`src/issue_params.svh`:
```
/*
 * issue stage parameters
 * widths and counts shared by the integer issue and operand-read stage
 */

`ifndef ISSUE_PARAMS_SVH
`define ISSUE_PARAMS_SVH

// --------------------
// datapath widths
// --------------------

// data word and pc width
`define ISSUE_XLEN 32

// register index width and register count
`define ISSUE_REG_ADDR_BITS 5
`define ISSUE_NR_REGS 32

// --------------------
// scoreboard and commit
// --------------------

// scoreboard tag width
`define ISSUE_TRANS_ID_BITS 3

// commit ports writing the register file
`define ISSUE_NR_COMMIT_PORTS 2

`endif

```
`src/issue_pkg.sv`:
```
/*
 * issue stage types
 * width typedefs, unit and operator encodings and the packed
 * structs passed between scoreboard, issue stage and units
 */

`include "issue_params.svh"

package issue_pkg;

    // --------------------
    // width typedefs
    // --------------------
    typedef logic [`ISSUE_XLEN-1:0]          xlen_t;
    typedef logic [`ISSUE_REG_ADDR_BITS-1:0] reg_addr_t;
    typedef logic [`ISSUE_TRANS_ID_BITS-1:0] trans_id_t;

    // functional unit that executes an instruction
    typedef enum logic [2:0] {
        NONE      = 3'd0,
        LOAD      = 3'd1,
        STORE     = 3'd2,
        ALU       = 3'd3,
        CTRL_FLOW = 3'd4,
        MULT      = 3'd5,
        CSR       = 3'd6
    } fu_e;

    // operator code, not decoded in this stage
    typedef enum logic [3:0] {
        ADD, SUB, XORL, ORL, ANDL, SLL, SRL, SRA,
        SLTS, SLTU, EQ, NE, MUL, LW, SW, CSR_RW
    } fu_op_e;

    // --------------------
    // packed structs
    // --------------------

    // scoreboard entry offered for issue
    typedef struct packed {
        fu_e       fu;
        fu_op_e    op;
        reg_addr_t rs1;
        reg_addr_t rs2;
        reg_addr_t rd;
        xlen_t     imm;
        logic      use_imm;
        logic      use_pc;
        logic      use_zimm;
        xlen_t     pc;
        trans_id_t trans_id;
        // exception already raised upstream
        logic      ex_valid;
        logic      is_compressed;
    } issue_instr_t;

    // operands and control handed to the units
    typedef struct packed {
        fu_e       fu;
        fu_op_e    op;
        xlen_t     operand_a;
        xlen_t     operand_b;
        xlen_t     imm;
        trans_id_t trans_id;
    } fu_data_t;

    // one register file write from commit
    typedef struct packed {
        logic      we;
        reg_addr_t waddr;
        xlen_t     wdata;
    } commit_port_t;

    // pending writer per register, NONE when no write is outstanding
    typedef fu_e [`ISSUE_NR_REGS-1:0] clobber_t;

    // one strobe per unit
    typedef struct packed {
        logic alu;
        logic branch;
        logic lsu;
        logic mult;
        logic csr;
    } unit_valid_t;

endpackage

```
`src/int_regfile.sv`:
```
/*
 * integer register file
 * two asynchronous read ports and one write port per commit port,
 * x0 reads as zero and ignores writes
 */

`timescale 1ns/10ps

`include "issue_params.svh"

module int_regfile (
    input  logic                     clk_i,
    input  logic                     rst_ni,
    // read addresses for operand a and b
    input  issue_pkg::reg_addr_t     raddr_a_i,
    input  issue_pkg::reg_addr_t     raddr_b_i,
    // write ports from commit
    input  issue_pkg::commit_port_t  commit_i [`ISSUE_NR_COMMIT_PORTS],
    output issue_pkg::xlen_t         rdata_a_o,
    output issue_pkg::xlen_t         rdata_b_o
);

    // register array, entry 0 never written
    issue_pkg::xlen_t regs_q [`ISSUE_NR_REGS];

    // --------------------
    // write ports
    // --------------------

    // ports handled in order so the higher port wins on a collision
    always_ff @(posedge clk_i or negedge rst_ni) begin
        if (!rst_ni) begin
            regs_q <= '{default: '0};
        end else begin
            for (int p = 0; p < `ISSUE_NR_COMMIT_PORTS; p++) begin
                // x0 stays zero
                if (commit_i[p].we && (commit_i[p].waddr != '0)) begin
                    regs_q[commit_i[p].waddr] <= commit_i[p].wdata;
                end
            end
        end
    end

    // --------------------
    // read ports
    // --------------------

    // no write-through, a commit shows up the cycle after
    always_comb begin
        rdata_a_o = regs_q[raddr_a_i];
        rdata_b_o = regs_q[raddr_b_i];
        // hardwired zero for x0
        if (raddr_a_i == '0) begin
            rdata_a_o = '0;
        end
        if (raddr_b_i == '0) begin
            rdata_b_o = '0;
        end
    end

endmodule

```
`src/issue_hazard_check.sv`:
```
/*
 * issue hazard check
 * looks for RAW hazards on rs1/rs2, WAW hazards on rd and a busy
 * unit, selects forwarding from the scoreboard and makes issue ack
 */

`timescale 1ns/10ps

`include "issue_params.svh"

module issue_hazard_check (
    input  issue_pkg::issue_instr_t  issue_instr_i,
    input  logic                     issue_valid_i,
    // scoreboard answer for the sources
    input  logic                     rs1_valid_i,
    input  logic                     rs2_valid_i,
    input  issue_pkg::clobber_t      clobber_i,
    input  issue_pkg::commit_port_t  commit_i [`ISSUE_NR_COMMIT_PORTS],
    input  logic                     flu_ready_i,
    input  logic                     lsu_ready_i,
    // a MULT went out last cycle
    input  logic                     mult_valid_i,
    output issue_pkg::reg_addr_t     rs1_o,
    output issue_pkg::reg_addr_t     rs2_o,
    output logic                     fwd_rs1_o,
    output logic                     fwd_rs2_o,
    output logic                     issue_ack_o
);

    logic stall;
    logic fu_busy;
    logic rd_free;

    // scoreboard lookup by source index
    assign rs1_o = issue_instr_i.rs1;
    assign rs2_o = issue_instr_i.rs2;

    // --------------------
    // unit readiness
    // --------------------
    always_comb begin
        case (issue_instr_i.fu)
            issue_pkg::ALU, issue_pkg::CTRL_FLOW,
            issue_pkg::MULT, issue_pkg::CSR:
                fu_busy = ~flu_ready_i;
            issue_pkg::LOAD, issue_pkg::STORE:
                fu_busy = ~lsu_ready_i;
            // NONE needs no unit
            default:
                fu_busy = 1'b0;
        endcase
    end

    // --------------------
    // RAW check
    // --------------------
    always_comb begin
        stall     = 1'b0;
        fwd_rs1_o = 1'b0;
        fwd_rs2_o = 1'b0;
        // zimm in rs1 is an immediate, nothing to wait for
        if (!issue_instr_i.use_zimm && (clobber_i[issue_instr_i.rs1] != issue_pkg::NONE)) begin
            // CSR results only reach us through the register file
            if (rs1_valid_i && (clobber_i[issue_instr_i.rs1] != issue_pkg::CSR)) begin
                fwd_rs1_o = 1'b1;
            end else begin
                stall = 1'b1;
            end
        end
        if (clobber_i[issue_instr_i.rs2] != issue_pkg::NONE) begin
            if (rs2_valid_i && (clobber_i[issue_instr_i.rs2] != issue_pkg::CSR)) begin
                fwd_rs2_o = 1'b1;
            end else begin
                stall = 1'b1;
            end
        end
    end

    // --------------------
    // WAW check
    // --------------------

    // rd free when nobody owns it or it is being committed right now
    always_comb begin
        rd_free = (clobber_i[issue_instr_i.rd] == issue_pkg::NONE);
        for (int p = 0; p < `ISSUE_NR_COMMIT_PORTS; p++) begin
            if (commit_i[p].we && (commit_i[p].waddr == issue_instr_i.rd)) begin
                rd_free = 1'b1;
            end
        end
    end

    // --------------------
    // issue decision
    // --------------------
    always_comb begin
        issue_ack_o = 1'b0;
        if (issue_valid_i) begin
            if (!stall && !fu_busy && rd_free) begin
                issue_ack_o = 1'b1;
            end
            // exceptions and unit-less instructions just drain
            if (issue_instr_i.ex_valid || (issue_instr_i.fu == issue_pkg::NONE)) begin
                issue_ack_o = 1'b1;
            end
        end
        // only a MULT may follow a MULT on the shared result bus
        if (mult_valid_i && (issue_instr_i.fu != issue_pkg::MULT)) begin
            issue_ack_o = 1'b0;
        end
    end

endmodule

```
`src/operand_select.sv`:
```
/*
 * operand select
 * builds the next unit data word from the register file, the
 * scoreboard forwarding values, pc, zimm and the immediate
 */

`timescale 1ns/10ps

`include "issue_params.svh"

module operand_select (
    input  logic                     clk_i,
    input  logic                     rst_ni,
    input  issue_pkg::issue_instr_t  issue_instr_i,
    // forwarded values from the scoreboard
    input  issue_pkg::xlen_t         rs1_i,
    input  issue_pkg::xlen_t         rs2_i,
    input  logic                     fwd_rs1_i,
    input  logic                     fwd_rs2_i,
    input  issue_pkg::commit_port_t  commit_i [`ISSUE_NR_COMMIT_PORTS],
    output issue_pkg::fu_data_t      next_data_o
);

    issue_pkg::xlen_t rf_rdata_a;
    issue_pkg::xlen_t rf_rdata_b;

    // --------------------
    // register file
    // --------------------
    int_regfile int_regfile_inst (
        .clk_i     (clk_i),
        .rst_ni    (rst_ni),
        .raddr_a_i (issue_instr_i.rs1),
        .raddr_b_i (issue_instr_i.rs2),
        .commit_i  (commit_i),
        .rdata_a_o (rf_rdata_a),
        .rdata_b_o (rf_rdata_b)
    );

    // --------------------
    // operand muxes
    // --------------------
    always_comb begin
        next_data_o.fu       = issue_instr_i.fu;
        next_data_o.op       = issue_instr_i.op;
        next_data_o.trans_id = issue_instr_i.trans_id;
        next_data_o.imm      = issue_instr_i.imm;
        // operand a, zimm first then pc then forwarding
        if (issue_instr_i.use_zimm) begin
            next_data_o.operand_a = {{(`ISSUE_XLEN-`ISSUE_REG_ADDR_BITS){1'b0}},
                                     issue_instr_i.rs1};
        end else if (issue_instr_i.use_pc) begin
            next_data_o.operand_a = issue_instr_i.pc;
        end else if (fwd_rs1_i) begin
            next_data_o.operand_a = rs1_i;
        end else begin
            next_data_o.operand_a = rf_rdata_a;
        end
        // stores and branches keep rs2 in operand b, their imm rides in imm
        if (issue_instr_i.use_imm && (issue_instr_i.fu != issue_pkg::STORE)
                && (issue_instr_i.fu != issue_pkg::CTRL_FLOW)) begin
            next_data_o.operand_b = issue_instr_i.imm;
        end else if (fwd_rs2_i) begin
            next_data_o.operand_b = rs2_i;
        end else begin
            next_data_o.operand_b = rf_rdata_b;
        end
    end

endmodule

```
`src/issue_ex_register.sv`:
```
/*
 * ID/EX register
 * registers the unit data every cycle and raises one valid strobe
 * for the unit of an accepted instruction, cleared on flush
 */

`timescale 1ns/10ps

module issue_ex_register (
    input  logic                     clk_i,
    input  logic                     rst_ni,
    input  logic                     flush_i,
    input  issue_pkg::issue_instr_t  issue_instr_i,
    // valid and ack both high this cycle
    input  logic                     issue_accept_i,
    input  issue_pkg::fu_data_t      next_data_i,
    output issue_pkg::fu_data_t      fu_data_o,
    output issue_pkg::unit_valid_t   unit_valid_o,
    output logic                     mult_valid_o,
    output issue_pkg::xlen_t         pc_o,
    output logic                     is_compressed_o
);

    issue_pkg::unit_valid_t unit_valid_q;
    issue_pkg::fu_e         fu_q;
    issue_pkg::fu_op_e      op_q;
    issue_pkg::xlen_t       operand_a_q;
    issue_pkg::xlen_t       operand_b_q;
    issue_pkg::xlen_t       imm_q;
    issue_pkg::trans_id_t   trans_id_q;

    // --------------------
    // unit strobes
    // --------------------
    always_ff @(posedge clk_i or negedge rst_ni) begin
        if (!rst_ni) begin
            unit_valid_q <= '0;
            fu_q         <= issue_pkg::NONE;
        end else begin
            fu_q         <= next_data_i.fu;
            // strobes last one cycle
            unit_valid_q <= '0;
            // an instruction with an exception goes to no unit
            if (issue_accept_i && !issue_instr_i.ex_valid) begin
                case (issue_instr_i.fu)
                    issue_pkg::ALU:                   unit_valid_q.alu    <= 1'b1;
                    issue_pkg::CTRL_FLOW:             unit_valid_q.branch <= 1'b1;
                    issue_pkg::LOAD, issue_pkg::STORE: unit_valid_q.lsu    <= 1'b1;
                    issue_pkg::MULT:                  unit_valid_q.mult   <= 1'b1;
                    issue_pkg::CSR:                   unit_valid_q.csr    <= 1'b1;
                    default: ;
                endcase
            end
            // a flushed instruction must not start a unit
            if (flush_i) begin
                unit_valid_q <= '0;
            end
        end
    end

    // --------------------
    // payload
    // --------------------

    // follows the input every cycle, qualified by the strobes
    always_ff @(posedge clk_i) begin
        op_q            <= next_data_i.op;
        operand_a_q     <= next_data_i.operand_a;
        operand_b_q     <= next_data_i.operand_b;
        imm_q           <= next_data_i.imm;
        trans_id_q      <= next_data_i.trans_id;
        pc_o            <= issue_instr_i.pc;
        is_compressed_o <= issue_instr_i.is_compressed;
    end

    assign fu_data_o.fu        = fu_q;
    assign fu_data_o.op        = op_q;
    assign fu_data_o.operand_a = operand_a_q;
    assign fu_data_o.operand_b = operand_b_q;
    assign fu_data_o.imm       = imm_q;
    assign fu_data_o.trans_id  = trans_id_q;

    assign unit_valid_o = unit_valid_q;
    // fed back for the MULT follow rule
    assign mult_valid_o = unit_valid_q.mult;

endmodule

```
`src/issue_stage_top.sv`:
```
/*
 * integer issue stage
 * hazard check, operand select with register file and the ID/EX
 * register between the scoreboard and the functional units
 */

`timescale 1ns/10ps

`include "issue_params.svh"

module issue_stage_top (
    input  logic                     clk_i,
    input  logic                     rst_ni,
    input  logic                     flush_i,
    // issue handshake with the scoreboard
    input  issue_pkg::issue_instr_t  issue_instr_i,
    input  logic                     issue_valid_i,
    output logic                     issue_ack_o,
    // source lookup in the scoreboard
    output issue_pkg::reg_addr_t     rs1_o,
    input  issue_pkg::xlen_t         rs1_i,
    input  logic                     rs1_valid_i,
    output issue_pkg::reg_addr_t     rs2_o,
    input  issue_pkg::xlen_t         rs2_i,
    input  logic                     rs2_valid_i,
    input  issue_pkg::clobber_t      clobber_i,
    // register file writes
    input  issue_pkg::commit_port_t  commit_i [`ISSUE_NR_COMMIT_PORTS],
    // unit readiness
    input  logic                     flu_ready_i,
    input  logic                     lsu_ready_i,
    // to the units
    output issue_pkg::fu_data_t      fu_data_o,
    output issue_pkg::unit_valid_t   unit_valid_o,
    output issue_pkg::xlen_t         pc_o,
    output logic                     is_compressed_o
);

    logic                fwd_rs1;
    logic                fwd_rs2;
    logic                issue_ack;
    logic                issue_accept;
    logic                mult_valid;
    issue_pkg::fu_data_t next_data;

    assign issue_ack_o  = issue_ack;
    assign issue_accept = issue_valid_i & issue_ack;

    issue_hazard_check issue_hazard_check_inst (
        .issue_instr_i (issue_instr_i),
        .issue_valid_i (issue_valid_i),
        .rs1_valid_i   (rs1_valid_i),
        .rs2_valid_i   (rs2_valid_i),
        .clobber_i     (clobber_i),
        .commit_i      (commit_i),
        .flu_ready_i   (flu_ready_i),
        .lsu_ready_i   (lsu_ready_i),
        .mult_valid_i  (mult_valid),
        .rs1_o         (rs1_o),
        .rs2_o         (rs2_o),
        .fwd_rs1_o     (fwd_rs1),
        .fwd_rs2_o     (fwd_rs2),
        .issue_ack_o   (issue_ack)
    );

    operand_select operand_select_inst (
        .clk_i         (clk_i),
        .rst_ni        (rst_ni),
        .issue_instr_i (issue_instr_i),
        .rs1_i         (rs1_i),
        .rs2_i         (rs2_i),
        .fwd_rs1_i     (fwd_rs1),
        .fwd_rs2_i     (fwd_rs2),
        .commit_i      (commit_i),
        .next_data_o   (next_data)
    );

    issue_ex_register issue_ex_register_inst (
        .clk_i           (clk_i),
        .rst_ni          (rst_ni),
        .flush_i         (flush_i),
        .issue_instr_i   (issue_instr_i),
        .issue_accept_i  (issue_accept),
        .next_data_i     (next_data),
        .fu_data_o       (fu_data_o),
        .unit_valid_o    (unit_valid_o),
        .mult_valid_o    (mult_valid),
        .pc_o            (pc_o),
        .is_compressed_o (is_compressed_o)
    );

endmodule

```
`config.mk`:
```
export PLATFORM = sky130hd
export DESIGN_NAME = issue_stage_top
export DESIGN_NICKNAME = d
export VERILOG_FILES = /design/src/issue_pkg.sv /design/src/int_regfile.sv /design/src/issue_hazard_check.sv /design/src/operand_select.sv /design/src/issue_ex_register.sv /design/src/issue_stage_top.sv
export VERILOG_INCLUDE_DIRS = /design/src
export SDC_FILE = /design/constraint.sdc
export NUM_CORES = 2
export LEC_CHECK = 0
export BUFFER_PORTS_ARGS = -buffer_cell sky130_fd_sc_hd__buf_2
export CAP_MARGIN = 15
export CORE_ASPECT_RATIO = 0.9
export CORE_UTILIZATION = 55
export CTS_CLUSTER_SIZE = 30
export DETAILED_ROUTE_END_ITERATION = 10
export PLACE_DENSITY = 0.74
export SLEW_MARGIN = 20
export SYNTH_ARGS = -nofsm -noshare
export SYNTH_HDL_FRONTEND = slang
export SYNTH_SLANG_ARGS = --single-unit
export TNS_END_PERCENT = 20
```
`constraint.sdc`:
```
create_clock -name clk_i -period 3.79 [get_ports clk_i]
set_input_delay 0.379 -clock clk_i [delete_from_list [all_inputs] [get_ports clk_i]]
set_output_delay 0.379 -clock clk_i [all_outputs]
set_load 0.01 [all_outputs]
```
==> flow_summary.yaml <==
layout:
  mostFrequentLayoutCells: "dfrtp_1, mux2i_1, nor2_1"
  layout_commonest_cell: "dfrtp_1"
  final_nets: 6728
  drive_above_1_share_pct: 25.6
  final_area_um2: 79100
  fill_cells: 9505
  fin_util_pct: 63.3
  area_delta_synth_final_pct: 13.9
  regArea_um2: 28500
  multi_input_area_um2: 38400
power:
  switching_share_pct: 31.4
  ir_worst_vdd_mv: 0.460
  power-per-cell-area_nw_per_um2: 526
  power_frac_seq_pct: 42.9
  clock_power_share_pct: 30.5
  p_int_w: 0.0286
  p_switching_w: 0.0131
  power_leakage_nw: 34.5
  power_frac_comb_pct: 26.6
sta:
  setup_tns_ns: 0
  relSlewSlack_pct: 18.2
  hold_viol: 0
  skew_ns: 0.0625
  max_freq_mhz: 283
  finalCritPeriodShare_pct: 93.1
  period_minus_slack_ns: 3.53
  setup_viol: 0
  slew_violations: 0
  tightestPinTransition_ns: 1.23
  rsz0062_at_grt: "no"
cts:
  cts-resized-gates: 0
  clk_path_buf_depth: 3
  cts_buffers: 121
  clock_sinks: 1168
  clk_pin_slew_ns: 0.06
  cts_root_buffer: "clkbuf_16"
  clock_latency_ns: 0.81
  cts_htree_levels: 3
  cts_tree: "built"
route:
  num_vias: 58540
  routed_wirelength_mm: 281
  remaining_drc_errors: 0
  post_drt_wl_per_cell_um: 34.3
  routed_via_density: 7.14
  drt_pass1_iterations: 9
  drtIter0Drc: 8592
  ant_nets: 0
worst_setup_path:
  worstPathArrival_ns: 3.15
  crit_required_ns: 3.41
  critPathLaunchType: "primary input"
  end_kind: "output port"
  path_class: "primary input to output port"
  path_max_fanout: 20
job:
  cap_violations: 0
global_route:
  grt-busiest-layer: "met2"
  grt_first_pass_wirelength_mm: 401
  met1_usage_pct: 54.1
  grt_max_degree: 132
  gr-total-overflow: 0
  grt_antenna_before_repair: 40
  grt_pass1_vias: 56699
  use_met3_pct: 18.7
  grt_usage_pct: 43.6
  grt_use_met2_pct: 60.7
placed_design:
  dp_hpwl_mm: 166
  portBuffers: 492
  gp_congestion: 0.943
  placed_area_um2: 73700
synth:
  ys_ff_latch: 1168
  synth-seq-area-share_pct: 41.1
  avgSynthCellArea_um2: 11.2
  yosys_warnings: 0
  ys_types: 56
  netlist_instances: 6231
  synth.net_count: 6569
  syn_area_um2: 69500
  synth-main-ff-cell: "dfrtp_1"
  async_reset_ff_share_pct: 88.4
  synth_edf_count: 0
floorplan:
  initial_core_util_pct: 55.5
  dieArea_um2: 128000
  ios: 493
  die_w_um: 377
  fp.dieH_um: 339
  coreArea_um2: 125000
  rows: 123
run_status:
  status: "completed"
min_path:
  min_path_type: "primary input to register"
==> layer usage <==
metal / vias to the layer above / part of all wire, %
met5: - / 0.059
met4: 26 / 8.6
met3: 1324 / 15
met2: 4862 / 42
met1: 28885 / 34
li1: 23443 / -
==> per-stage QoR <==
step	instances	hold slack (ns)	setup WS, ns	power [W]
3_3_place_gp	7834	0.376	0.283	0.0280
3_5_place_dp	7834	0.383	0.260	0.0286
6_report	8204	0.0259	0.261	0.0416
4_1_cts	8182	0.000577	0.259	0.0412
2_1_floorplan	6231	0.0834	0.503	0.0247
5_1_grt	8199	0.0275	0.170	0.0431
==> power groups by stage <==
stage	Clock (W)	Combinational [W]	Sequential (W)
finish	0.0127	0.0111	0.0179
CTS	0.0127	0.0108	0.0177
floorplan	0	0.00758	0.0171
global placement	0	0.0104	0.0176
global route	0.0132	0.0118	0.0181
detailed placement	0	0.0107	0.0178
==> area by class of cell <==
type,instances,area share [%]
sequential,1168,36.1
multi-input combinational,4287,48.5
tap,1687,2.67
clock inverter,52,0.813
timing repair buffer,809,7.39
clock buffer,176,4.46
antenna,22,0.0696
inverter,3,0.0142
==> worst max-delay path, stage by stage <==
cell	delay, ns
buf_8	0.24
mux4_2	0.55
mux4_2	0.56
mux2i_4	0.24
a21boi_0	0.13
o32ai_1	0.26
and4bb_2	0.33
o31a_1	0.29
buf_2	0.14
==> flip-flops by register name, summed over array words and instances, names as in the netlist <==
signal,cells
issue_ex_register_inst.trans_id_q,3
operand_select_inst.int_regfile_inst.regs_q,1024
issue_ex_register_inst.operand_a_q,32
issue_ex_register_inst.op_q,4
issue_ex_register_inst.operand_b_q,32
issue_ex_register_inst.imm_q,32
issue_ex_register_inst.unit_valid_o,4
issue_ex_register_inst.pc_o,32
issue_ex_register_inst.fu_q,3
issue_ex_register_inst.is_compressed_o,1
issue_ex_register_inst.mult_valid_o,1
==> cells in the mapped netlist (all sizes together) (3+ instances only) <==
library cell,count,area [µm²]
dfrtp,1032,25800
mux2i,968,9700
nor2,708,2660
mux4,675,15200
clkbuf,635,2380
a21oi,628,3150
nand2,464,1740
o21ai,395,1980
buf,138,611
dfxtp,136,2720
a32oi,127,1110
nor3,43,215
nand3,41,205
nor2b,35,219
o221ai,32,280
a2111oi,27,380
nor4,24,150
a22oi,17,128
nor4b,16,140
xor2,11,96.3
nand2b,10,62.6
nor3b,7,52.6
nand3b,6,45.0
o22ai,5,31.3
o32ai,5,43.8
and3,4,25.0
xnor2,4,35.0
and2,3,18.8
inv,3,11.3
nand4b,3,26.3
or3,3,18.8
==> kinds of logic (layout without fill, tap and decap cells) <==
group	Yosys count	after routing	synth area share [%]
multiplexers	1644	1644	35.9
AND/OR/NAND/NOR	1378	1378	8.16
AO/OA/AOI/OAI	1250	1250	10.4
flip-flops	1168	1168	41.1
buffers and inverters	776	1040	4.32
XOR/XNOR	15	15	0.189
other	0	22	0
==> repair_timing <==
action	4_1_cts	5_1_grt
hold endpoints to repair	199	0
hold buffers	120	0
buffers inserted	0	0
==> worst paths after layout <==
kind / startpoint / to / slack (ns) / depth (start not counted)
setup / recovery: issue_instr_i[83] / issue_ack_o / 0.26 / 9
hold / removal: rs1_i[31] / issue_ex_register_inst.operand_a_q[31] / 0.03 / 3
setup reg to reg: operand_select_inst.int_regfile_inst.regs_q[541] / issue_ex_register_inst.operand_a_q[29] / 1.37 / 7
hold reg to reg: operand_select_inst.int_regfile_inst.regs_q[1015] / operand_select_inst.int_regfile_inst.regs_q[1015] / 0.40 / 0
max in group asynchronous: rst_ni / operand_select_inst.int_regfile_inst.regs_q[279] / 2.45 / 3
min in group asynchronous: rst_ni / operand_select_inst.int_regfile_inst.regs_q[416] / 0.18 / 2
(Power assumes the default switching activity.)
